`config.mk`:
```
export PLATFORM = sky130hd
export DESIGN_NAME = sha256_schedule
export DESIGN_NICKNAME = d
export VERILOG_FILES = /design/src/sha256_defs.svh /design/src/sha256_pkg.sv /design/src/sha256_schedule.sv
export SDC_FILE = /design/constraint.sdc
export NUM_CORES = 1
export LEC_CHECK = 0
export BUFFER_PORTS_ARGS = -buffer_cell sky130_fd_sc_hd__buf_4
export CAP_MARGIN = 20
export CORE_MARGIN = 3
export CORE_UTILIZATION = 56
export CTS_CLUSTER_SIZE = 16
export DETAILED_ROUTE_END_ITERATION = 10
export PLACE_DENSITY = 0.76
export REMOVE_ABC_BUFFERS = 1
export SLEW_MARGIN = 20
export SYNTH_ARGS = -nofsm -noshare
export SYNTH_HDL_FRONTEND = slang
export SYNTH_SLANG_ARGS = --single-unit
```
`constraint.sdc`:
```
create_clock -name clk -period 4.32 [get_ports clk]
set_input_delay 0.216 -clock clk [delete_from_list [all_inputs] [get_ports clk]]
set_output_delay 0.216 -clock clk [all_outputs]
set_load 0.005 [all_outputs]
```
`src/sha256_defs.svh`:
```
`ifndef SHA256_DEFS_SVH
`define SHA256_DEFS_SVH

// Input FIFO capacity in bytes, room for two message blocks
`define SHA256_FIFO_BYTES 128

// Compression rounds per 64-byte block
`define SHA256_ROUNDS 64

// Rounds below this one append a freshly extended W word
`define SHA256_EXTEND_ROUNDS 48

// Host is held off once fewer bytes than one full write are free
`define SHA256_FREE_MIN 4

`endif
```
`src/sha256_pkg.sv`:
```
package sha256_pkg;

	// One SHA-256 word
	typedef logic [31:0] word_t;

	// H0 in bits 255:224, H7 in bits 31:0
	typedef logic [255:0] digest_t;

	// Block level controller states
	typedef enum logic [2:0] {
		IDLE,
		READ_PIPE,
		FILL_W,
		PAD,
		COMPRESS,
		BLOCK_DONE,
		DONE
	} ctrl_state_t;

	// Rotate right, used by both the schedule and the round logic
	function automatic word_t rotr(word_t x, int unsigned n);
		return (x >> n) | (x << (32 - n));
	endfunction

endpackage

```
`src/sha256_schedule.sv`:
```
`timescale 1ns/1ps

module sha256_schedule import sha256_pkg::*; (
	input  logic        clk,
	input  logic        reset,
	input  logic        load,
	input  logic [3:0]  load_index,
	input  word_t       din,
	input  logic        clear_tail,
	input  logic        pad_marker,
	input  logic        pad_length,
	input  logic [31:0] msg_len,
	input  logic        shift,
	input  logic        extend,
	output word_t       w_cur
);

	// Sliding window, w[0] is W[t] for the current round
	word_t w [16];
	word_t s0;
	word_t s1;
	word_t w_next;
	word_t marker;
	logic [3:0] pad_word;

	assign pad_word = msg_len[5:2];
	assign w_cur = w[0];

	// W[t+16] from W[t], W[t+1], W[t+9], W[t+14]
	always_comb begin
		s0 = rotr(w[1], 7) ^ rotr(w[1], 18) ^ (w[1] >> 3);
		s1 = rotr(w[14], 17) ^ rotr(w[14], 19) ^ (w[14] >> 10);
		w_next = w[0] + s0 + w[9] + s1;
	end

	// 0x80 right after the last message byte, lower bytes cleared
	always_comb begin
		case (msg_len[1:0])
			2'd0: marker = 32'h8000_0000;
			2'd1: marker = {w[pad_word][31:24], 24'h80_0000};
			2'd2: marker = {w[pad_word][31:16], 16'h8000};
			default: marker = {w[pad_word][31:8], 8'h80};
		endcase
	end

	always_ff @(posedge clk) begin
		if (reset) begin
			for (int i = 0; i < 16; i++) begin
				w[i] <= '0;
			end
		end else begin
			if (load) begin
				w[load_index] <= din;
			end
			// Slots from load_index upward were never filled
			if (clear_tail) begin
				for (int i = 0; i < 16; i++) begin
					if (4'(i) >= load_index) begin
						w[i] <= '0;
					end
				end
			end
			if (pad_marker) begin
				w[pad_word] <= marker;
			end
			// Bit length, big endian over slots 14 and 15
			if (pad_length) begin
				w[14] <= {29'h0, msg_len[31:29]};
				w[15] <= {msg_len[28:0], 3'b000};
			end
			if (shift) begin
				for (int i = 0; i < 15; i++) begin
					w[i] <= w[i + 1];
				end
				w[15] <= extend ? w_next : '0;
			end
		end
	end

endmodule

```
* Yosys cells after proc, flatten, opt, wreduce, memory -nomap -nowiden
Memories as Yosys holds them, arrays and structs flattened.
Index checks and enable logic that the tools add are counted.
** Word-level totals
- Output and inout port bits :: 32
- RAM bits :: 512
- Bits in registers :: 0
- Input bits :: 76
- Memories kept :: 1
- Word-level logic and storage cells :: 630
** Memories
- w :: depth 16, bits a word 32, read ports 16, clocked after Yosys merged registers in 0, write ports 17, RTL line sha256_schedule.sv:19 : word_t w [16];
** Cells by class
- Multiplexer cells :: 117
- Order comparisons :: 16
- Add/subtract/negate cells :: 3
- Reduce and logical (&&, ||, !) cells :: 5
- Bitwise gates (word level) :: 411
- Equal/unequal tests :: 77
** Operators by type and width (number)
- 2-to-1 mux 32 bit :: 36
- AND 1 bit :: 246
- equality test 4 bit (second input constant) :: 52
- inverter 1 bit :: 123
- adder 32 bit :: 3
- case mux 32 bit (3 select lines) :: 1
- 2-to-1 mux 1 bit :: 79
- equality test 4 bit (first input constant) :: 16
- XOR 32 bit :: 2
- OR 1 bit :: 34
- greater-or-equal comparator 4 bit (first input constant) :: 8
- OR 13 x 32 -> 32 bit :: 1
- OR 14 x 32 -> 32 bit :: 1
- OR 15 x 32 -> 32 bit :: 1
- OR 25 x 32 -> 32 bit :: 1
- OR reduction 32 bit :: 1
- XOR 32 x 22 -> 32 bit :: 1
- XOR 32 x 29 -> 32 bit :: 1
- greater-or-equal comparator 3 x 4 -> 1 bit (first input constant) :: 4
- inequality test 3 bit (second input constant) :: 3
- greater-or-equal comparator 1 x 4 -> 1 bit (first input constant) :: 2
- greater-or-equal comparator 2 x 4 -> 1 bit (first input constant) :: 2
- equality test 4 bit :: 1
- 2-to-1 mux 4 bit :: 1
- 7 further kinds :: 9

* Depth between registers and ports, before layout
- Depth in word-level cells :: 44
- Gate-level depth with buffers :: 15
- Depth with buffers taken out :: 15

* Worst setup path after synthesis
Ideal clock, no wire load.
- Path type :: reg-to-reg
- Start point :: mem w[14][31] (netlist name)
- End point :: mem w[15][27] (netlist name) (data pin)
- Buffers on the path :: 0
- Data arrival time :: 3.936 ns
- Setup time :: 0.261 ns
- Data required time :: 4.059 ns
- Slack :: 0.124 ns
- Clock period less this slack :: 4.196 ns
- Cell stages (with the launch flop) :: 15
- Cells stage by stage :: edfxtp_1 xnor2_1 xnor2_1 fa_1 fa_1 ha_1 a21o_1 a21o_1 a2111oi_0 o32ai_1 a221oi_1 o21a_1 xnor2_1 a221oi_1 nor2_1
** RTL lines (RTL line)
- start: declaration :: sha256_schedule.sv:19

==> metrics.yaml <==
cp.depth: 15
cpLargestDelayFamily: "adder cells"
largest_reg_flops: 512
p_leak_nw: 12.86
num_antenna_cells: 0
cts_root_buf: "clkbuf_16"
slew_headroom_pct: 17.99
syn_area_um2: 26560
worstReg2RegStart: "w[14][30]"
syn_avg_cell_area_um2: 11.81
synthSimpleGateAreaFrac_pct: 9.347
yosysWarningCount: 0
grt_pass1_wl_mm: 139.1
netlist_top_cells_area: "edfxtp_1, a22o_1, dfxtp_1"
fp.dieArea_um2: 50080
tightest_slew_ps: 1222
critPathCapture: "w[15][31]"
crit_arrival_ps: 4620
fin_skew_ps: 21.24
synth_top_family_by_area: "compound AO/OA/AOI/OAI gates"
period_share_pct: 99.47
status: "complete, no violations"
slew_viol_final: 0
synth_compound_area_share_pct: 21.90
ioPinCount: 108
gp_congestion: 1.028
synth-edff-count: 400
synthFlopType: "edfxtp_1"
crit_buf_inv: 3
synth_top_area_share_pct: 45.23
wl_per_cell_um: 30.79
slowest_delay_ps: 550
grt_max_degree: 204
fmax_mhz: 232.7
yosysSeqAreaShare_pct: 53.67
viasPerCell: 7.045
finalSetupTns_ps: 0
cp-end-kind: "flip-flop"
worstReg2RegEnd: "w[15][31]"
rows: 79
clk_latency_ps: 620
dpl_cell_area_um2: 28960
synth-seq-cells: 512
synthCells: 2249
synth_top_area_cell: "edfxtp_1"
post-route-util_pct: 67.98
drt_iter0_markers: 3299
crit_path_start: "w[14][30]"
cpMostUsedCell: "buf_4"
htree_levels: 2
cts.path.max_buffers: 3
grt_usage_pct: 37.50
cp_cell_sequence: "buf_4 > xnor2_1 > xnor2_1 > fa_1 > fa_1 > ha_1 > buf_4 > nand4_1 > or4_4 > o32ai_4 > a221oi_2 > o21a_2 > buf_4 > a41oi_1 > a32oi_1"
nets: 2614
grt_pass1_vias: 21070
fp.dieW_um: 223.8
peakVddDrop_mv: 0.3170
reg2reg_slack_ps: 20
coreArea_um2: 46650
finalSetupViolCount: 0
drt_pass1_iterations: 6
postSynth.asyncResetShare_pct: 0
largest-register: "w"
start_util_pct: 56.93
powerDensity_nw_per_um2: 492.6
worstSetupPathType: "reg -> reg"
crit_fanout: 4
drive_gt1_share_pct: 21.39
synth_mux_area_share_pct: 0.03769
wirelength_mm: 95.13
grt_overflow: 0
critPathSlowestCell: "or4_4"
dp_hpwl_mm: 67.48
min_period_ps: 4297
syn_to_final_growth_pct: 19.41
required_ps: 4640
hold_path.class: "in -> reg"
cts_sinks: 512
synth_xor_area_share_pct: 4.914
die_h_um: 223.8
n_fill_cell: 3446
clk_pin_slew_ps: 60
synth_cell_types: 68
largestRegisters: "w x512"
final_antenna_net_count: 0
fin_area_um2: 31710
cts_tree: "done"
finalHoldViolCount: 0
max-cap-violations: 0
antenna_found_initial: 3
cts-buffers-inserted: 53
drc_errors: 0
start_kind: "flip-flop"
vias: 21770
rsz0062_at_grt: "true"
r2r_cells: 15
port_buffers: 107
synthAdderAreaFrac_pct: 6.322
what timing repair did:
action / CTS / global route
pin swaps: 22 / 55
setup buffers: 9 / 8
endpoints found under the hold margin: 28 / 0
hold buffers: 28 / 0
gates cloned: 0 / 0
setup endpoints to repair: 12 / 19
gates resized for setup: 49 / 75
area by class of cell:
cell class	instances	area [um2]	share of cell area, %
well taps	607	759.5	2.395
multi-input cells	1480	12040	37.97
clock buffers	68	1445	4.557
clock inverters	29	247.7	0.7812
flip-flops and latches	512	14250	44.95
repair buffers	362	2845	8.971
inverters	32	120.1	0.3787
synthesized netlist by cell type, types with 7 or more instances:
cell / instances
nor4_1: 15
inv_1: 31
nor3_1: 46
nand2_1: 156
a221oi_1: 49
a22oi_1: 27
fa_1: 62
a31oi_1: 33
a222oi_1: 13
edfxtp_1: 400
a22o_1: 357
xor2_1: 23
or2_2: 7
nor2_1: 118
ha_1: 35
buf_1: 28
nand3_1: 47
nor2b_1: 18
and3_1: 17
nand2b_1: 14
clkbuf_1: 168
a221o_1: 42
dfxtp_1: 112
buf_2: 26
a21oi_1: 41
a21o_1: 47
nor3_2: 8
nand4_1: 13
and2_1: 16
a211oi_1: 7
o21ai_0: 70
xnor2_1: 126
where the power goes:
| part | internal, mW | switching (mW) | total [mW] |
|---|---|---|---|
| clock | 2.59 | 1.99 | 4.58 |
| combinational | 2.29 | 2.76 | 5.05 |
| sequential | 5.73 | 0.266 | 5.99 |
worst register-to-register path, cell delays in order (launching register included):
cell,delay (ps)
edfxtp_1,420
buf_4,170
xnor2_1,130
xnor2_1,300
fa_1,490
fa_1,450
ha_1,310
buf_4,110
nand4_1,110
or4_4,550
o32ai_4,180
a221oi_2,120
o21a_2,250
buf_4,140
a41oi_1,170
a32oi_1,120
how the worst min path moves through the flow:
| stage | from | end | slack, ps | cells after the start |
|---|---|---|---|---|
| after floorplan | din[2] | w[15][2] | 340 | 2 |
| after global placement | w[3][6] | w[3][6] | 440 | 1 |
| after detailed placement | w[3][6] | w[3][6] | 440 | 1 |
| after CTS | din[3] | w[1][3] | 4 | 3 |
| after global routing | din[2] | w[15][2] | 30 | 3 |
| final | din[2] | w[15][2] | 20 | 3 |
kinds of logic (layout without fill, tap and decap cells):
family                     after synthesis  after routing
AOI/OAI and AO/OA                      728            728
xor gates and xnor gates               149            149
adders and majority gates               97             97
buffers and inverters                  257            491
DFF                                    512            512
muxes                                    1              1
and+or+nand+nor                        505            505
per-layer routing:
layer	wire length, um	GRT usage [%]
met1	35110	52.35
met2	43170	58.23
met3	11820	6.932
met4	4995	16.20
met5	26	0
stage by stage:
step	instances	worst slack, ps	total power, mW	hold slack (ps)
after floorplan	2024	-17540	8.409	337.9
after global placement	2952	-216.7	10.32	435.8
after detailed placement	2952	-270.9	10.37	439.1
after CTS	3084	-61.45	15.17	4.105
after global routing	3090	-192.4	16.17	27.39
final	3090	23.05	15.62	22.20
layout by cell type (no fill, tap or decap), types with 33 or more instances in the layout:
master	n
edfxtp_1	400
clkbuf_16	55
a21o_1	47
nor2_1	116
xnor2_1	86
buf_4	322
a221o_1	42
o21ai_0	50
fa_1	58
a31oi_1	33
nand3_1	47
nand2_1	155
nor3_1	45
a221oi_1	47
dfxtp_1	111
a22o_1	357
xnor2_2	36
No activity file was read; power rests on OpenSTA's default activity.
