File: src/sha256_defs.svh
`ifndef SHA256_DEFS_SVH
`define SHA256_DEFS_SVH

// Input FIFO capacity in bytes, room for two message blocks
`define SHA256_FIFO_BYTES 128

// Compression rounds per 64-byte block
`define SHA256_ROUNDS 64

// Rounds below this one append a freshly extended W word
`define SHA256_EXTEND_ROUNDS 48

// Host is held off once fewer bytes than one full write are free
`define SHA256_FREE_MIN 4

`endif
File: src/sha256_pkg.sv
package sha256_pkg;

	// One SHA-256 word
	typedef logic [31:0] word_t;

	// H0 in bits 255:224, H7 in bits 31:0
	typedef logic [255:0] digest_t;

	// Block level controller states
	typedef enum logic [2:0] {
		IDLE,
		READ_PIPE,
		FILL_W,
		PAD,
		COMPRESS,
		BLOCK_DONE,
		DONE
	} ctrl_state_t;

	// Rotate right, used by both the schedule and the round logic
	function automatic word_t rotr(word_t x, int unsigned n);
		return (x >> n) | (x << (32 - n));
	endfunction

endpackage

File: src/sha256_round.sv
`timescale 1ns/1ps
`include "sha256_defs.svh"

module sha256_round import sha256_pkg::*; (
	input  logic       clk,
	input  logic       reset,
	input  logic       init,
	input  logic       save,
	input  logic       step,
	input  logic       accumulate,
	input  logic [5:0] round,
	input  word_t      w_cur,
	output digest_t    digest
);

	// Initial hash value H0..H7
	localparam digest_t IV = {32'h6a09e667, 32'hbb67ae85, 32'h3c6ef372, 32'ha54ff53a,
		32'h510e527f, 32'h9b05688c, 32'h1f83d9ab, 32'h5be0cd19};

	////////////////////////////////////////
	// Round constants
	localparam word_t K [`SHA256_ROUNDS] = '{
		32'h428a2f98, 32'h71374491, 32'hb5c0fbcf, 32'he9b5dba5,
		32'h3956c25b, 32'h59f111f1, 32'h923f82a4, 32'hab1c5ed5,
		32'hd807aa98, 32'h12835b01, 32'h243185be, 32'h550c7dc3,
		32'h72be5d74, 32'h80deb1fe, 32'h9bdc06a7, 32'hc19bf174,
		32'he49b69c1, 32'hefbe4786, 32'h0fc19dc6, 32'h240ca1cc,
		32'h2de92c6f, 32'h4a7484aa, 32'h5cb0a9dc, 32'h76f988da,
		32'h983e5152, 32'ha831c66d, 32'hb00327c8, 32'hbf597fc7,
		32'hc6e00bf3, 32'hd5a79147, 32'h06ca6351, 32'h14292967,
		32'h27b70a85, 32'h2e1b2138, 32'h4d2c6dfc, 32'h53380d13,
		32'h650a7354, 32'h766a0abb, 32'h81c2c92e, 32'h92722c85,
		32'ha2bfe8a1, 32'ha81a664b, 32'hc24b8b70, 32'hc76c51a3,
		32'hd192e819, 32'hd6990624, 32'hf40e3585, 32'h106aa070,
		32'h19a4c116, 32'h1e376c08, 32'h2748774c, 32'h34b0bcb5,
		32'h391c0cb3, 32'h4ed8aa4a, 32'h5b9cca4f, 32'h682e6ff3,
		32'h748f82ee, 32'h78a5636f, 32'h84c87814, 32'h8cc70208,
		32'h90befffa, 32'ha4506ceb, 32'hbef9a3f7, 32'hc67178f2
	};

	// Working variables
	word_t a, b, c, d, e, f, g, h;
	// Chaining value from the start of the block
	digest_t saved;
	word_t big_s0, big_s1, ch, maj, t1, t2;

	assign digest = {a, b, c, d, e, f, g, h};

	// One compression round
	always_comb begin
		big_s1 = rotr(e, 6) ^ rotr(e, 11) ^ rotr(e, 25);
		ch     = (e & f) ^ (~e & g);
		t1     = h + big_s1 + ch + K[round] + w_cur;
		big_s0 = rotr(a, 2) ^ rotr(a, 13) ^ rotr(a, 22);
		maj    = (a & b) ^ (a & c) ^ (b & c);
		t2     = big_s0 + maj;
	end

	always_ff @(posedge clk) begin
		if (reset || init) begin
			{a, b, c, d, e, f, g, h} <= IV;
		end else if (step) begin
			{a, b, c, d} <= {t1 + t2, a, b, c};
			{e, f, g, h} <= {d + t1, e, f, g};
		end else if (accumulate) begin
			// Feed forward of the block's input state
			a <= a + saved[255:224];
			b <= b + saved[223:192];
			c <= c + saved[191:160];
			d <= d + saved[159:128];
			e <= e + saved[127:96];
			f <= f + saved[95:64];
			g <= g + saved[63:32];
			h <= h + saved[31:0];
		end
	end

	always_ff @(posedge clk) begin
		if (save) begin
			saved <= digest;
		end
	end

endmodule

File: config.mk
export PLATFORM = sky130hd
export DESIGN_NAME = sha256_round
export DESIGN_NICKNAME = d
export VERILOG_FILES = /design/src/sha256_pkg.sv /design/src/sha256_round.sv
export VERILOG_INCLUDE_DIRS = /design/src
export SDC_FILE = /design/constraint.sdc
export NUM_CORES = 2
export LEC_CHECK = 0
export ABC_AREA = 1
export BUFFER_PORTS_ARGS = -buffer_cell sky130_fd_sc_hd__buf_2
export CAP_MARGIN = 20
export CORE_UTILIZATION = 45
export CTS_CLUSTER_SIZE = 20
export DETAILED_ROUTE_END_ITERATION = 6
export PLACE_DENSITY = 0.64
export SLEW_MARGIN = 20
export SYNTH_ARGS = -nofsm -noshare
export SYNTH_HDL_FRONTEND = slang
export SYNTH_SLANG_ARGS = --single-unit
File: constraint.sdc
create_clock -name clk -period 16.55 [get_ports clk]
set_input_delay 4.1375 -clock clk [delete_from_list [all_inputs] [get_ports clk]]
set_output_delay 4.1375 -clock clk [all_outputs]
set_load 0.005 [all_outputs]
## Word-level counts from Yosys, hierarchy flattened

Memory sizes are Yosys's and may differ from the RTL's.
Index checks and enable logic that the tools add are counted.

- Memories: 1
- Memory bits (writable): 0
- Bits in registers: 512
- Output and inout bits: 256
- Logic and storage cells: 66
- Bits in latches: 0
- Memory bits (read-only): 2,048
- Bits of input ports: 44

Memories:

| name | words | bits a word | rd ports | clocked after memory_dff | wr ports | RTL line | text |
|---|---|---|---|---|---|---|---|
| (name not given) | 64 | 32 | 1 | 0 | 0 | sha256_round.sv:53 | `t1 = h + big_s1 + ch + K[round] + w_cur;` |

- Bitwise gates (word level): 20
- Add/sub/neg operators: 15
- $lt $le $gt $ge: 1
- Equality and inequality tests: 0
- Divide/modulo/power cells: 0
- Shifts and indexed selects: 0
- Muxes and demuxes: 18
- Multipliers: 0
- Reduce and logical (&&, ||, !) cells: 2

Operator list:

| operator | number |
|---|---|
| 32-bit two-way mux | 18 |
| 32-bit adder | 15 |
| 32-bit XOR | 7 |
| 32-bit bitwise AND | 5 |
| 32-bit NOT | 1 |
| 10-bit by 32-bit bitwise OR with 32-bit output | 1 |
| 19-bit by 32-bit bitwise OR with 32-bit output | 1 |
| 21-bit by 32-bit bitwise OR with 32-bit output | 1 |
| 26-bit by 32-bit bitwise OR with 32-bit output | 1 |
| 30-bit by 32-bit bitwise OR with 32-bit output | 1 |
| 7-bit by 32-bit bitwise OR with 32-bit output | 1 |
| 7-bit >= comparator (second input constant) | 1 |
| 6-bit NOT with 7-bit output | 1 |
| 2-bit nonzero test | 1 |
| 1-bit logical OR | 1 |

## Longest topological paths before layout

- Word-level depth: 9
- Mapped depth: 43
- Gate-level depth less buffers: 42

## Least setup slack after synthesis

No wires, ideal clock.

- Kind: in2reg
- Start: in round[0]
- End: reg a[30]
- Data required time: 16.435 ns
- Arrival time: 9.977 ns
- Setup time: 0.115 ns
- Cell stages on the path: 37
- Buffers on the path: 1
- Slack: 6.459 ns
- Cells stage by stage: clkbuf_1 > inv_1 > ha_1 > nor2_1 > nor2_1 > o211ai_1 > o311ai_0 > nand2_1 > inv_1 > fa_1 > inv_1 > ha_1 > inv_1 > fa_1 > nand3b_1 > nand2_1 > nand2_1 > nand2_2 > a21oi_1 > o21ai_2 > a21oi_2 > o21ai_2 > nand2_1 > nand2_1 > xor2_1 > fa_1 > ha_1 > nand2_1 > nand2_1 > a31oi_1 > o21ai_0 > a221oi_1 > nand3_1 > nand3_1 > nand2_1 > nand2_1 > nand2_1

- Cells in the longest elaborated chain, start to end: 8

RTL lines:

| what | RTL line | text |
|---|---|---|
| start, declared | sha256_round.sv:11 | `input logic [5:0] round,` |
| 6-bit NOT with 7-bit output (implied by the code) | sha256_round.sv:53 |  |
| memory read 64 x 32 bit | n/a |  |
| 32-bit two-way mux (implied by the code) (2 in a row) | sha256_round.sv:53 |  |
| 32-bit adder (2 in a row) | sha256_round.sv:53 |  |
| 32-bit adder | sha256_round.sv:63 | `{a, b, c, d} <= {t1 + t2, a, b, c};` |
| 32-bit two-way mux | sha256_round.sv:62 | `end else if (step) begin` |
| end signal, assigned | sha256_round.sv:63 |  |
| end signal, assigned | sha256_round.sv:67 | `a <= a + saved[255:224];` |
| end, declared | sha256_round.sv:42 | `word_t a, b, c, d, e, f, g, h;` |

Every way passes these cells. The select of a mux whose other input is x is not followed.
A chain may end at the register's enable or synchronous reset.

## Worst setup path in the final report

- Start: in round[2]
- End: reg a[22]

Same word-level chain as after synthesis.

==> results.toml <==
[sta]
fin_worst_skew_ps = 42.0
setup_violations = 0
rsz0062_at_grt = "false"
hold_viol_final = 0
maxSlewHeadroom_pct = 18.3
fin_crit_ps = 11170
fmax_ghz = 0.0895
drv_slew = 0
finalSetupTns_ps = 0
worst_pin_slew_ps = 1220
period_share_pct = 67.5

[worst_setup_path]
r2r_slack_ps = 8790
timing.rr.start = "e[13]$_SDFFE_PP0P_"
arrival_ps = 11720
cp_max_fo = 27
reg2regPathDepth = 26
cp-end-kind = "flop"
max_stage_delay_ps = 600
crit_family = "adder cells"
timing.rr.end = "a[19]$_SDFFE_PP1P_"
cp_common_cell = "nand2_1"
slowest_stage = "xnor2_1"
cp-start-kind = "input pin"
cp_num_buf_inv = 7
critPathKind = "in -> reg"
worstPathRequired_ps = 17100

[floorplanning]
start_util_pct = 45.6
core-area_um2 = 98700
die_x_um = 318
die_h_um = 318
ioPinCount = 300
fp.dieArea_um2 = 101000
row_count = 115

[synth]
ys_types = 81
yosys.area_share.simple_pct = 18.8
synth-seq-cells = 512
yosysTopAreaCellShare_pct = 17.1
synth_mux_area_share_pct = 0.348
synth_edf_count = 256
synth_top_family_by_area = "compound AO/OA/AOI/OAI gates"
syn_inst = 5958
synth-adder-area-share_pct = 16.4
syn_avg_cell_area_um2 = 7.55
synthXorXnorAreaFrac_pct = 5.23
async_flop_share_pct = 0
synth_top_cell_by_area = "edfxtp_1"
syn-cell-area_um2 = 45000
yosys_warnings = 0
synth_area_leaders = "edfxtp_1, dfxtp_1, ha_1, nand2_1, a21oi_1"
synthFlopType = "edfxtp_1"
synth-compound-area-share_pct = 22.5
syn-num-nets = 6494
yosysSeqAreaShare_pct = 28.5

[route]
routed_via_density = 6.02
wl_mm = 205
wl_per_cell_um = 27.2
dr.pass1.iters = 7
initialDrtViolationCount = 5322
antenna_left = 0
vias = 45300
drcViolationCount = 1

[worst_hold_path]
min-delay-start = "a[25]$_SDFFE_PP1P_"
hp-class = "reg -> reg"
whs_path_depth = 2
min_to = "a[25]$_SDFFE_PP1P_"

[clock_network]
hold_buffers = 0
cts_made_buffers = 68
path_clk_slew_ps = 70
cts_max_path_buffers = 3
cts_sinks = 512
cts_tree = "built"
h-tree-depth = 3
cts_setup_buffers = 0
ctsResizeCount = 0
worstSkewPairLatency_ps = 680
cts-root-buf = "clkbuf_16"

[global_routing]
overflow = 0
grt_pass1_vias = 42200
grt_max_degree = 147
grt_usage_pct = 39.4
antenna_found_initial = 11
grt_pass1_wl_mm = 294

[flow_run]
cap_violations = 0

[final_layout]
syn_to_final_growth_pct = 11.4
nets = 6722
drive_above_1_share_pct = 10.6

[place]
io_buffers = 299
place_hpwl_mm = 161
gp_congestion = 1.03

[status]
violations = "DRC"
status = "finished, violations left"
-- worst max-delay path by stage --
stage / startpoint / endpoint / slack, ps / cells past startpoint
finish: round[2] / a[22]$_SDFFE_PP0P_ / 5380 / 35
global route: round[4] / a[19]$_SDFFE_PP1P_ / 5060 / 31
CTS: round[4] / a[19]$_SDFFE_PP1P_ / 5620 / 26
detailed placement: round[4] / a[17]$_SDFFE_PP0P_ / 4970 / 30
global placement: round[4] / a[19]$_SDFFE_PP1P_ / 4770 / 26
floorplan: round[0] / a[30]$_SDFFE_PP1P_ / 6460 / 37
-- stage by stage --
step	worst slack [ps]	std cells	util (%)	area (um2)	hold WS [ps]
global route	5060	7530	50.8	50100	518
global placement	4770	7403	48.4	47800	451
detailed placement	4970	7403	48.4	47800	454
finish	5380	7532	50.8	50100	472
CTS	5620	7529	50.7	50100	468
floorplan	6460	5958	-	45000	449
-- sequential cells by signal (all words and copies together), names as in the netlist --
register  count
saved       256
h            32
d            32
g            32
b            32
f            32
a            32
c            32
e            32
-- tightest hold or removal path: cells and delay by family, from the launching register on --
| family | cells | cell delay, ps |
|---|---|---|
| simple gates | 1 | 60 |
| compound gates | 1 | 60 |
| flops | 1 | 320 |
-- cell families (layout without fill, tap and decap cells) --
family                     count (synthesis)  in the layout
and+or+nand+nor                         1999           1999
AOI/OAI and AO/OA                       1675           1675
buffers and inverters                    977           1261
adders and majority gates                513            513
DFF                                      512            512
xor gates and xnor gates                 268            268
muxes                                     14             14
other                                      0              3
-- routing by layer --
layer	track usage, %	vias to the layer above	part of all wire, %
met3	8.10	451	8.7
met2	61.4	2249	44
met1	51.3	21700	41
met5	0	-	0.034
met4	20.3	12	5.8
li1	-	20900	-
-- synth_stat cells (57+ instances only) --
cell,count
nand3_1,253
xnor2_1,126
a221oi_1,57
a21oi_1,649
inv_1,747
xor2_1,141
dfxtp_1,256
o21ai_0,418
nand2_1,1120
a31oi_1,101
nor3_1,66
ha_1,359
nor2_1,384
fa_1,133
a21o_1,66
edfxtp_1,256
clkbuf_1,151
-- layout by cell type, fill, tap and decap left out, drive strengths merged, types with 6 or more instances in the layout --
cell / count
o21a: 25
fa: 133
o211ai: 55
edfxtp: 256
nor3: 71
o21ai: 480
inv: 774
a31oi: 102
buf: 365
a21o: 69
mux2: 13
o311ai: 9
a211oi: 12
o31ai: 13
dfxtp: 256
nand4: 44
bufinv: 6
maj3: 21
or2: 31
a21oi: 675
nand2: 1146
xnor2: 127
o221ai: 14
o21bai: 52
nand3: 260
o22ai: 10
nand3b: 24
xor2: 141
clkbuf: 96
a21boi: 22
o2111ai: 17
a22oi: 37
nor4: 14
ha: 359
clkinv: 17
nor2: 398
a221oi: 57
-- cell type report --
class                      count  area, um2
fill                        9816      48600
multi-input combinational   4469      28400
sequential                   512      12800
inverter                     770       2900
timing repair buffer         365       2040
clock buffer                  96       1900
tap                         1287       1610
clock inverter                30        382
antenna                        3       7.51
Power is not shown: default switching activity piles up to over one toggle a cycle in this logic, so the estimate is an artifact.
