[config.mk]
export PLATFORM = sky130hd
export DESIGN_NAME = sha256_ctrl
export DESIGN_NICKNAME = d
export VERILOG_FILES = /design/src/sha256_pkg.sv /design/src/sha256_ctrl.sv
export VERILOG_INCLUDE_DIRS = /design/src
export SDC_FILE = /design/constraint.sdc
export NUM_CORES = 1
export LEC_CHECK = 0
export BUFFER_PORTS_ARGS = -buffer_cell sky130_fd_sc_hd__buf_2
export CORE_MARGIN = 8
export CORE_UTILIZATION = 30
export CTS_CLUSTER_SIZE = 25
export DETAILED_ROUTE_END_ITERATION = 16
export GPL_TIMING_DRIVEN = 0
export PLACE_DENSITY = 0.49
export RECOVER_POWER = 100
export REMOVE_ABC_BUFFERS = 1
export SLEW_MARGIN = 30
export SYNTH_ARGS = -nofsm -noshare
export SYNTH_HDL_FRONTEND = slang
export SYNTH_SLANG_ARGS = --single-unit
[constraint.sdc]
create_clock -name clk -period 1.85 [get_ports clk]
set_input_delay 0.185 -clock clk [delete_from_list [all_inputs] [get_ports clk]]
set_output_delay 0.185 -clock clk [all_outputs]
set_load 0.05 [all_outputs]
[src/sha256_defs.svh]
`ifndef SHA256_DEFS_SVH
`define SHA256_DEFS_SVH

// Input FIFO capacity in bytes, room for two message blocks
`define SHA256_FIFO_BYTES 128

// Compression rounds per 64-byte block
`define SHA256_ROUNDS 64

// Rounds below this one append a freshly extended W word
`define SHA256_EXTEND_ROUNDS 48

// Host is held off once fewer bytes than one full write are free
`define SHA256_FREE_MIN 4

`endif
[src/sha256_pkg.sv]
package sha256_pkg;

	// One SHA-256 word
	typedef logic [31:0] word_t;

	// H0 in bits 255:224, H7 in bits 31:0
	typedef logic [255:0] digest_t;

	// Block level controller states
	typedef enum logic [2:0] {
		IDLE,
		READ_PIPE,
		FILL_W,
		PAD,
		COMPRESS,
		BLOCK_DONE,
		DONE
	} ctrl_state_t;

	// Rotate right, used by both the schedule and the round logic
	function automatic word_t rotr(word_t x, int unsigned n);
		return (x >> n) | (x << (32 - n));
	endfunction

endpackage

[src/sha256_ctrl.sv]
`timescale 1ns/1ps
`include "sha256_defs.svh"

module sha256_ctrl import sha256_pkg::*; (
	input  logic        clk,
	input  logic        reset,
	input  logic        start,
	input  logic        finalize,
	input  logic        update,
	input  logic [2:0]  bytes_valid,
	input  logic [5:0]  fifo_rsize,
	output logic        fifo_rd,
	output logic        busy,
	output logic        hash_valid,
	output logic [31:0] msg_len,
	output logic        load,
	output logic [3:0]  load_index,
	output logic        clear_tail,
	output logic        pad_marker,
	output logic        pad_length,
	output logic        shift,
	output logic        extend,
	output logic        init,
	output logic        save,
	output logic        step,
	output logic        accumulate,
	output logic [5:0]  round
);

	ctrl_state_t state;
	// Words stored into W so far this block
	logic [3:0] wr_count;
	// FIFO output is valid one cycle after rd
	logic rd_q;
	logic finalizing;
	// 0x80 already placed in an earlier block
	logic marker_done;
	logic last_block;
	logic block_ready;
	logic fits;

	// 16 complete words waiting and a partial word does not count
	assign block_ready = (fifo_rsize > 6'd16) ||
		((fifo_rsize == 6'd16) && (msg_len[1:0] == 2'b00));
	// Marker and 64-bit length share the last data block
	assign fits = msg_len[5:0] <= 6'd55;

	////////////////////////////////////////
	// Message length in bytes
	always_ff @(posedge clk) begin
		if (reset) begin
			msg_len <= '0;
		end else if (start) begin
			msg_len <= '0;
		end else if (update) begin
			msg_len <= msg_len + 32'(bytes_valid);
		end
	end

	////////////////////////////////////////
	// Block FSM
	always_ff @(posedge clk) begin
		if (reset) begin
			state       <= IDLE;
			fifo_rd     <= 1'b0;
			rd_q        <= 1'b0;
			hash_valid  <= 1'b0;
			wr_count    <= '0;
			round       <= '0;
			finalizing  <= 1'b0;
			marker_done <= 1'b0;
			last_block  <= 1'b0;
		end else begin
			fifo_rd    <= 1'b0;
			hash_valid <= 1'b0;
			rd_q       <= fifo_rd;
			case (state)
				IDLE: begin
					// Finalize wins over a background block
					if (finalize) begin
						finalizing <= 1'b1;
						wr_count   <= '0;
						fifo_rd    <= fifo_rsize != 6'd0;
						state      <= READ_PIPE;
					end else if (block_ready) begin
						wr_count <= '0;
						fifo_rd  <= 1'b1;
						state    <= READ_PIPE;
					end
				end
				READ_PIPE: begin
					// More on top of the word now being read
					fifo_rd <= fifo_rsize > 6'd1;
					round   <= '0;
					state   <= FILL_W;
				end
				FILL_W: begin
					if (rd_q) begin
						wr_count <= wr_count + 4'd1;
						if (wr_count == 4'd15) begin
							// A closing partial word in slot 15 still takes the 0x80 byte
							if (finalizing && (fifo_rsize == 6'd0) &&
								(msg_len[1:0] != 2'b00)) begin
								state <= PAD;
							end else begin
								state <= COMPRESS;
							end
						end else if ((fifo_rsize > 6'd1) && (wr_count < 4'd14)) begin
							fifo_rd <= 1'b1;
						end
					end else if (fifo_rsize == 6'd0) begin
						// Message exhausted so the tail is zeroed this cycle
						state <= PAD;
					end
				end
				PAD: begin
					if (marker_done || fits) begin
						last_block <= 1'b1;
					end else begin
						marker_done <= 1'b1;
					end
					state <= COMPRESS;
				end
				COMPRESS: begin
					round <= round + 6'd1;
					if (round == 6'(`SHA256_ROUNDS - 1)) begin
						state <= BLOCK_DONE;
					end
				end
				BLOCK_DONE: begin
					if (last_block) begin
						state <= DONE;
					end else if (finalizing) begin
						// Second data block or the length-only block
						wr_count <= '0;
						fifo_rd  <= fifo_rsize != 6'd0;
						state    <= READ_PIPE;
					end else begin
						state <= IDLE;
					end
				end
				DONE: begin
					hash_valid  <= 1'b1;
					finalizing  <= 1'b0;
					marker_done <= 1'b0;
					last_block  <= 1'b0;
					state       <= IDLE;
				end
				default: state <= IDLE;
			endcase
		end
	end

	// Held through the hash_valid cycle
	assign busy = (state != IDLE) || hash_valid;

	// Datapath strobes decoded from the state
	assign load       = (state == FILL_W) && rd_q;
	assign load_index = wr_count;
	assign clear_tail = (state == FILL_W) && !rd_q && (fifo_rsize == 6'd0);
	assign pad_marker = (state == PAD) && !marker_done;
	assign pad_length = (state == PAD) && (marker_done || fits);
	assign shift      = state == COMPRESS;
	assign step       = state == COMPRESS;
	assign extend     = (state == COMPRESS) && (round < 6'(`SHA256_EXTEND_ROUNDS));
	assign init       = (state == IDLE) && start;
	assign save       = state == READ_PIPE;
	assign accumulate = state == BLOCK_DONE;

	// Host strobes only while the core is free
	a_host_idle: assert property (@(posedge clk) disable iff (reset)
		(start || finalize) |-> !busy)
		else $error("start or finalize while busy");

endmodule

# After elaboration in Yosys (flattened, before gate mapping)

Index checks and enable logic that the tools add are counted.

Add/sub/neg operators: 3
Order comparisons: 5
Equal/unequal tests: 19
Reductions and logical operators: 32
Multiplexer cells: 32

Operators by type and width:

| kind                  | number |
|---|---|
| $add A32 B3 Y32       | 1 |
| $mux W3               | 8 |
| $mux W4               | 5 |
| $pmux W3 S6           | 1 |
| $mux W1               | 12 |
| $pmux W4 S3           | 1 |
| $pmux W6 S2           | 1 |
| $logic_and A1 B1 Y1   | 11 |
| $ne A2 B2 Y1 const B  | 5 |
| $eq A3 B3 Y1 const B  | 3 |
| $ne A3 B3 Y1 const B  | 3 |
| $reduce_bool A2 Y1    | 4 |
| $add A6 B1 Y6 const B | 1 |
| $eq A3 B2 Y1 const B  | 2 |
| $eq A6 B5 Y1 const B  | 1 |
| $eq A6 B6 Y1 const B  | 1 |
| $gt A6 B1 Y1 const B  | 1 |
| $gt A6 B5 Y1 const B  | 1 |
| $le A6 B6 Y1 const B  | 1 |
| $logic_not A6 Y1      | 1 |
| $lt A6 B6 Y1 const B  | 1 |
| $pmux W1 S2           | 3 |
| $reduce_and A2 Y1     | 3 |
| $reduce_bool A3 Y1    | 2 |
| other kinds (14)      | 18 |

Input port bits: 14
Output and inout port bits: 55
Word-level logic and storage cells: 101
Register bits after elaboration: 51

# Logic depth before layout (Yosys ltp)

Gate-level depths: netlist (run 1).

Depth in word-level cells: 7
Gate-level depth with buffers: 7
Gate-level depth less buffers: 6

# Worst setup path before layout (run 1)

OpenSTA, ideal clock, no wires.

Kind: flip-flop to flip-flop
Start: register rd_q
End: register state[1]
Buffers on the path: 1
Stages on the path, launching flop included: 6
Slack: -1101 ps
Required time: 1718 ps
Arrival time: 2819 ps
Setup time: 132 ps
Period minus slack after synthesis: 2951 ps
Cells stage by stage: dfxtp_1 clkbuf_1 nor4bb_1 a221o_1 a21o_1 o31ai_1

Word-level cells in the longest chain between the ends: 2
Elaborated cells on any way between the ends: 5
Classes of those cells: eq/ne: 2; mux: 2; reduce/logical: 1

RTL lines:

| what                                             | line               | source |
|---|---|---|
| start: declaration                               | sha256_ctrl.sv:34  | `logic rd_q;` |
| start signal: assignment                         | sha256_ctrl.sv:76  | `rd_q <= fifo_rd;` |
| $mux W3 or $ne A3 B3 Y1 (tied branches)          | --                 |  |
| $pmux W3 S6 or $reduce_and A4 Y1 (tied branches) | --                 |  |
| end signal: assignment                           | sha256_ctrl.sv:84  | `state <= READ_PIPE;` |
| end signal: assignment                           | sha256_ctrl.sv:104 | `state <= PAD;` |
| end signal: assignment                           | sha256_ctrl.sv:106 | `state <= COMPRESS;` |
| end: declaration                                 | sha256_ctrl.sv:30  | `ctrl_state_t state;` |

Several ways; a longest one is shown, not always the timed one.
A chain may end at the register's enable or synchronous reset.

# Worst setup path in the final report (run 1)

Start: register msg_len[16]
End: register msg_len[23]

Word-level cells in the longest chain between the ends: 1

RTL lines:

| what                     | line              | source |
|---|---|---|
| start: declaration       | sha256_ctrl.sv:15 | `output logic [31:0] msg_len,` |
| start signal: assignment | sha256_ctrl.sv:56 | `msg_len <= msg_len + 32'(bytes_valid);` |
| $add A32 B3 Y32          | sha256_ctrl.sv:56 |  |

Every way passes these cells.

==> flow_summary.json, run 1 <==
{
  "use_met2_pct": 22.1,
  "synth_cells": 337,
  "crit_buf_inv": 0,
  "fp.dieW_um": 113,
  "ant_nets": 0,
  "final_layout_size_suffix_gt1_share_pct": 27.9,
  "cap_violations": 0,
  "root_buffer": "clkbuf_8",
  "synth_edf_count": 0,
  "tightest_slew_ns": 0.621,
  "grt_usage_pct": 13.5,
  "reg2reg_to": "msg_len[23]",
  "yosysTopAreaCellShare_pct": 36.3,
  "status": "completed",
  "ff2ff_path_depth": 4,
  "combPwrFrac_pct": 35.0,
  "die_y_um": 113,
  "synth.most_common_cell": "dfxtp_1",
  "cts_max_path_buffers": 2,
  "synth_warnings": 0,
  "clk_pin_slew_ns": 0.10,
  "syn_to_final_growth_pct": 34.6,
  "grt-busiest-layer": "met2",
  "place_area_um2": 3200,
  "ir_worst_vdd_mv": 0.664,
  "critPathSlowestCell": "or4_4",
  "coreArea_um2": 9150,
  "r2r_start": "msg_len[16]",
  "grt_max_degree": 30,
  "gr-total-overflow": 0,
  "synthArstFlopShare_pct": 0,
  "worst-setup-path-type": "flop to flop",
  "synthTopCellsByCount": "dfxtp_1 (51), nor2_1 (33), nand2_1 (25)",
  "rrSetupSlack_ns": 0.04,
  "max_stage_delay_ns": 0.61,
  "p_per_area_nw_per_um2": 872,
  "maxSlewViolCount": 0,
  "crit_path_cell_trace": "nand3_4 > or4_4 > or4_1 > a21oi_2",
  "htreeDepth": 2,
  "switchingPower_w": 0.00129,
  "cts_tree": "yes",
  "pwr-share-clk_pct": 25.3,
  "gp_congestion": 0.774,
  "yosysTopAreaCell": "dfxtp_1",
  "startpoint_type": "flop",
  "first_global_vias": 2781,
  "switching_share_pct": 39.2,
  "critical_path_arrival_ns": 2.05,
  "p_leak_nw": 1.37,
  "routed_wl_um": 8880,
  "wire_per_inst_um": 16.7,
  "grt_pass1_wl_um": 14400,
  "ys_seq_area_share_pct": 36.3,
  "start_util_pct": 30.7,
  "cts_buffers": 5,
  "hold_path.class": "input port to flop",
  "placed_cells": 493,
  "hold_depth": 4,
  "design_area_um2": 3780,
  "worstPathRequired_ns": 2.09,
  "num_rows": 35,
  "place_hpwl_um": 5600,
  "grt_antenna_before_repair": 0,
  "rsz0062_at_grt": "true",
  "min_to": "msg_len[0]",
  "total_power_w": 0.00330,
  "port_buffers": 68,
  "p_int_w": 0.00201,
  "setup_violations": 0,
  "grtUsageMet1_pct": 16.9,
  "die-area_um2": 12700,
  "synthFlopType": "dfxtp_1",
  "synth-seq-cells": 51,
  "io_pins": 69,
  "viasPerCell": 5.43,
  "skew_ns": 0.00655,
  "cpLargestDelayFamily": "simple AND/OR/NAND/NOR gates",
  "path_max_fanout": 7,
  "critPathCaptureType": "flop",
  "drc": 0,
  "slew_headroom_pct": 58.8,
  "grt_use_met3_pct": 3.14,
  "hold_viol_final": 0,
  "finalNetCount": 439,
  "synth_area_leaders": "dfxtp_1 (36%), nor2_1 (4.4%), a21oi_1 (3.9%), mux2i_1 (3.9%), nand2_1 (3.3%)",
  "n_fill_cell": 969,
  "final_cells": 531,
  "max_freq_ghz": 0.552,
  "p_seq_share_pct": 39.7,
  "routed-via-count": 2881,
  "cts.sink_count": 51,
  "insertion_delay_ns": 0.30,
  "netlist_area_um2": 2810,
  "min_period_over_period_pct": 98.0,
  "syn_avg_cell_area_um2": 8.34,
  "drt-initial-drc-count": 177,
  "period_minus_slack_ns": 1.81,
  "antennaDiodeCount": 0,
  "hold_start": "bytes_valid[0]",
  "drt_pass1_iterations": 4,
  "ys_types": 57
}
layout make-up:
type	count	area, um2	area share [%]
clock buffer	6	82.6	2.18
clock inverter	2	35.0	0.926
inverter	5	18.8	0.496
multi-input combinational	261	1920	50.8
sequential	51	1080	28.6
tap	111	139	3.67
timing repair buffer	95	504	13.3
stage by stage:
| step | hold WS, ns | util, % | TNS, ns | setup slack (ns) |
|---|---|---|---|---|
| floorplan | 0.254 | - | -21.80 | -1.28 |
| global placement | 0.450 | 34.9 | -9.58 | -0.462 |
| detailed placement | 0.458 | 34.9 | -10.12 | -0.481 |
| CTS | 0.259 | 39.4 | 0 | 0.00262 |
| global route | 0.268 | 41.3 | -0.174 | -0.0502 |
| finish | 0.260 | 41.3 | 0 | 0.0377 |
worst min-delay path, delay by kind of cell:
kind	cells	cell delay, ns
muxes	1	0.05
and+or+nand+nor	1	0.08
adders and majority gates	1	0.11
buffers and inverters	1	0.10
registers in the layout, indices dropped and copies added, names as in the netlist:
| register | count |
|---|---|
| fifo_rd | 1 |
| finalizing | 1 |
| hash_valid | 1 |
| last_block | 1 |
| load_index | 4 |
| marker_done | 1 |
| msg_len | 32 |
| rd_q | 1 |
| round | 6 |
| state | 3 |
repair_timing:
action,4_1_cts,5_1_grt
hold buffers,0,0
buffers inserted,13,14
cloned,2,1
setup endpoints to repair,50,18
pin swaps,5,8
gates resized for setup,56,27
logic make-up (layout without fill, tap and decap cells):
family / Yosys count / count (layout) / share of synthesized area [%]
compound gates: 72 / 72 / 17.5
xor+xnor: 10 / 10 / 3.12
fa+ha+maj: 6 / 6 / 2.94
buf+inv: 28 / 108 / 3.96
flops: 51 / 51 / 36.3
mux: 11 / 11 / 3.92
simple gates: 159 / 162 / 32.3
layer usage:
layer,vias up,wire [um],share of wire [%]
met1,1368,4190,47
li1,1443,-,-
met2,60,4180,47
met5,-,0,0
met3,10,374,4.2
met4,0,132,1.5
power groups by stage:
| stage | clock (W) | combinational [W] | sequential [W] |
|---|---|---|---|
| after floorplan | 0 | 0.000690 | 0.00137 |
| after global placement | 0 | 0.000979 | 0.00137 |
| after detailed placement | 0 | 0.000975 | 0.00137 |
| after CTS | 0.000866 | 0.00115 | 0.00131 |
| after global routing | 0.000915 | 0.00125 | 0.00132 |
| final | 0.000834 | 0.00116 | 0.00131 |
worst max path at each step:
stage	start	to	cells past startpoint
finish	msg_len[16]	msg_len[23]	4
global route	msg_len[7]	msg_len[29]	5
CTS	msg_len[2]	msg_len[23]	5
detailed placement	msg_len[3]	msg_len[22]	4
global placement	msg_len[3]	msg_len[22]	4
floorplan	state[1]	state[1]	4
cells in the final DEF, fill, tap and decap left out, types with 3 or more instances in the layout:
| cell type | netlist | routed |
|---|---|---|
| nor4_1 | 7 | 6 |
| or3_1 | 9 | 9 |
| buf_2 | 2 | 22 |
| nand2b_1 | 5 | 5 |
| or4_4 | 0 | 4 |
| mux2i_1 | 11 | 11 |
| clkbuf_8 | 0 | 6 |
| nand2_1 | 25 | 24 |
| inv_1 | 5 | 4 |
| o31ai_1 | 7 | 7 |
| buf_4 | 1 | 28 |
| or4_1 | 10 | 7 |
| clkbuf_1 | 20 | 43 |
| xnor2_1 | 6 | 6 |
| dfxtp_2 | 0 | 4 |
| dfxtp_4 | 0 | 15 |
| nand4_1 | 13 | 13 |
| nor3_1 | 6 | 6 |
| xor2_1 | 4 | 4 |
| o21ai_0 | 8 | 7 |
| or2_2 | 4 | 3 |
| ha_4 | 0 | 3 |
| a31oi_1 | 4 | 4 |
| a21oi_1 | 22 | 19 |
| a21oi_2 | 0 | 3 |
| nor4_4 | 0 | 4 |
| dfxtp_1 | 51 | 32 |
| a211oi_1 | 6 | 5 |
| nor2b_1 | 7 | 7 |
| and4_1 | 4 | 4 |
| nor2_1 | 33 | 32 |
| and3_1 | 3 | 3 |
| nand3_1 | 13 | 10 |
Power figures use the tool's default switching activity.
==> run 2: changes to the inputs <==
- ABC_CLOCK_PERIOD_IN_PS: unset -> 1850
- CAP_MARGIN: unset -> 20
- SETUP_SLACK_MARGIN: unset -> 0.3
==> flow_summary.json, run 2 (synthesized netlist as in run 1, its figures left out) <==
{
  "seqCellArea_um2": 1100,
  "multi_input_area_um2": 2300,
  "hold_depth": 4,
  "grt_max_degree": 30,
  "layout_commonest_cell": "buf_4",
  "switching_share_pct": 38.2,
  "cts_max_path_buffers": 2,
  "drt_pass1_iterations": 4,
  "ir_worst_vdd_mv": 0.829,
  "final_cells": 578,
  "syn_to_final_growth_pct": 69.4,
  "hold_viol_final": 0,
  "p_int_w": 0.00248,
  "top_register": "msg_len",
  "n_fill_cell": 824,
  "place_hpwl_um": 5600,
  "grt_pass1_wl_um": 15700,
  "grt_antenna_before_repair": 0,
  "fp.dieW_um": 113,
  "htreeDepth": 2,
  "critPathCaptureType": "flop",
  "slew_headroom_pct": 51.5,
  "antennaDiodeCount": 0,
  "hold_ws_ns": 0.257,
  "first_global_vias": 2998,
  "ant_nets": 0,
  "tightest_slew_ns": 0.727,
  "drt-initial-drc-count": 142,
  "r2r_start": "msg_len[6]",
  "hold_start": "bytes_valid[0]",
  "start_util_pct": 30.7,
  "wire_per_inst_um": 17.4,
  "min_to": "msg_len[0]",
  "mostFrequentLayoutCells": "buf_4 (54), buf_2 (43), nor2_1 (30), dfxtp_1 (24)",
  "cts.sink_count": 51,
  "num_rows": 35,
  "worst-setup-path-type": "flop to flop",
  "largest_reg_flops": 32,
  "cts_buffers": 5,
  "design_area_um2": 4760,
  "port_buffers": 68,
  "startpoint_type": "flop",
  "clk_pin_slew_ns": 0.10,
  "combPwrFrac_pct": 47.2,
  "cts_hold_buf": 0,
  "finalNetCount": 486,
  "drc": 0,
  "die-area_um2": 12700,
  "root_buffer": "clkbuf_8",
  "maxSlewViolCount": 0,
  "io_pins": 69,
  "gr-total-overflow": 0,
  "routed_wl_um": 10000,
  "die_y_um": 113,
  "grt_usage_pct": 14.7,
  "viasPerCell": 5.46,
  "rsz0062_at_grt": "true",
  "p_leak_nw": 1.93,
  "placed_cells": 493,
  "routed-via-count": 3158,
  "min_period_over_period_pct": 98.2,
  "max_freq_ghz": 0.550,
  "rrSetupSlack_ns": 0.03,
  "final_layout_size_suffix_gt1_share_pct": 52.2,
  "path_max_fanout": 7,
  "fin_setup_tns_ns": 0,
  "place_area_um2": 3200,
  "hold_path.class": "input port to flop",
  "switchingPower_w": 0.00153,
  "skew_ns": 0.00829,
  "coreArea_um2": 9150,
  "p_seq_share_pct": 31.9,
  "critical_path_arrival_ns": 2.06,
  "cap_violations": 0,
  "crit_path_start": "msg_len[6]",
  "worstPathRequired_ns": 2.09,
  "ff2ff_path_depth": 4,
  "cts_tree": "yes",
  "gp_congestion": 0.774,
  "reg2reg_to": "msg_len[25]",
  "setup_violations": 0,
  "period_minus_slack_ns": 1.82,
  "insertion_delay_ns": 0.30,
  "pwr-share-clk_pct": 20.9,
  "p_per_area_nw_per_um2": 842,
  "status": "completed"
}
## run 2: cell types whose count changed in the layout (fill, tap and decap cells not counted), moves of 5 or more
| cell | delta |
|---|---|
| nor4_4 | +5 |
| buf_4 | +26 |
| dfxtp_1 | -8 |
| buf_8 | +8 |
| clkbuf_1 | -31 |
| nor3_1 | -5 |
| nor4_1 | -6 |
| dfxtp_2 | +6 |
| buf_2 | +21 |
| buf_6 | +21 |
## run 2: power groups by stage
stage               combinational [W]  sequential, W  clock, W
finish                        0.00189        0.00128  0.000836
global route                  0.00200        0.00129  0.000904
CTS                           0.00138        0.00129  0.000866
detailed placement           0.000975        0.00137         0
global placement             0.000979        0.00137         0
floorplan                    0.000690        0.00137         0
## run 2: final cells by class
cell class,instances,area share (%)
Clock buffer,6,1.74
Clock inverter,2,0.736
Inverter,5,0.499
Multi-Input combinational cell,261,48.3
Sequential cell,51,23.1
Tap cell,111,2.92
Timing Repair Buffer,142,22.8
## run 2: how the worst max path moves through the flow
stage,to
after floorplan,state[1]
after global placement,msg_len[22]
after detailed placement,msg_len[22]
after CTS,msg_len[25]
after global routing,msg_len[25]
final,msg_len[25]
## run 2: critical path: stages (launching register included)
cell,delay [ns]
dfxtp_4,0.37
nand4_4,0.13
or4_4,0.63
or4_4,0.51
a21oi_2,0.12
## run 2: per-stage QoR
stage	total power, W	setup WS [ns]	util [%]
global placement	0.00235	-0.462	34.9
detailed placement	0.00235	-0.481	34.9
CTS	0.00354	0.0598	45.0
floorplan	0.00206	-1.28	-
finish	0.00401	0.0324	52.0
global route	0.00420	-0.0227	52.0
## run 2: what timing repair did
item | CTS | global route
resized for setup | 119 | 92
buffers inserted | 40 | 34
pin swaps | 34 | 37
endpoints found under the setup margin | 54 | 52
gates cloned | 3 | 0
endpoints found under the hold margin | 0 | 0
## run 2: layer usage
layer / vias up / global-route usage, % / part of all wire (%)
li1: 1528 / - / -
met1: 1533 / 17.8 / 43
met2: 88 / 25.6 / 51
met3: 9 / 2.98 / 4.6
met4: 0 / 4.59 / 1.2
met5: - / 0 / 0
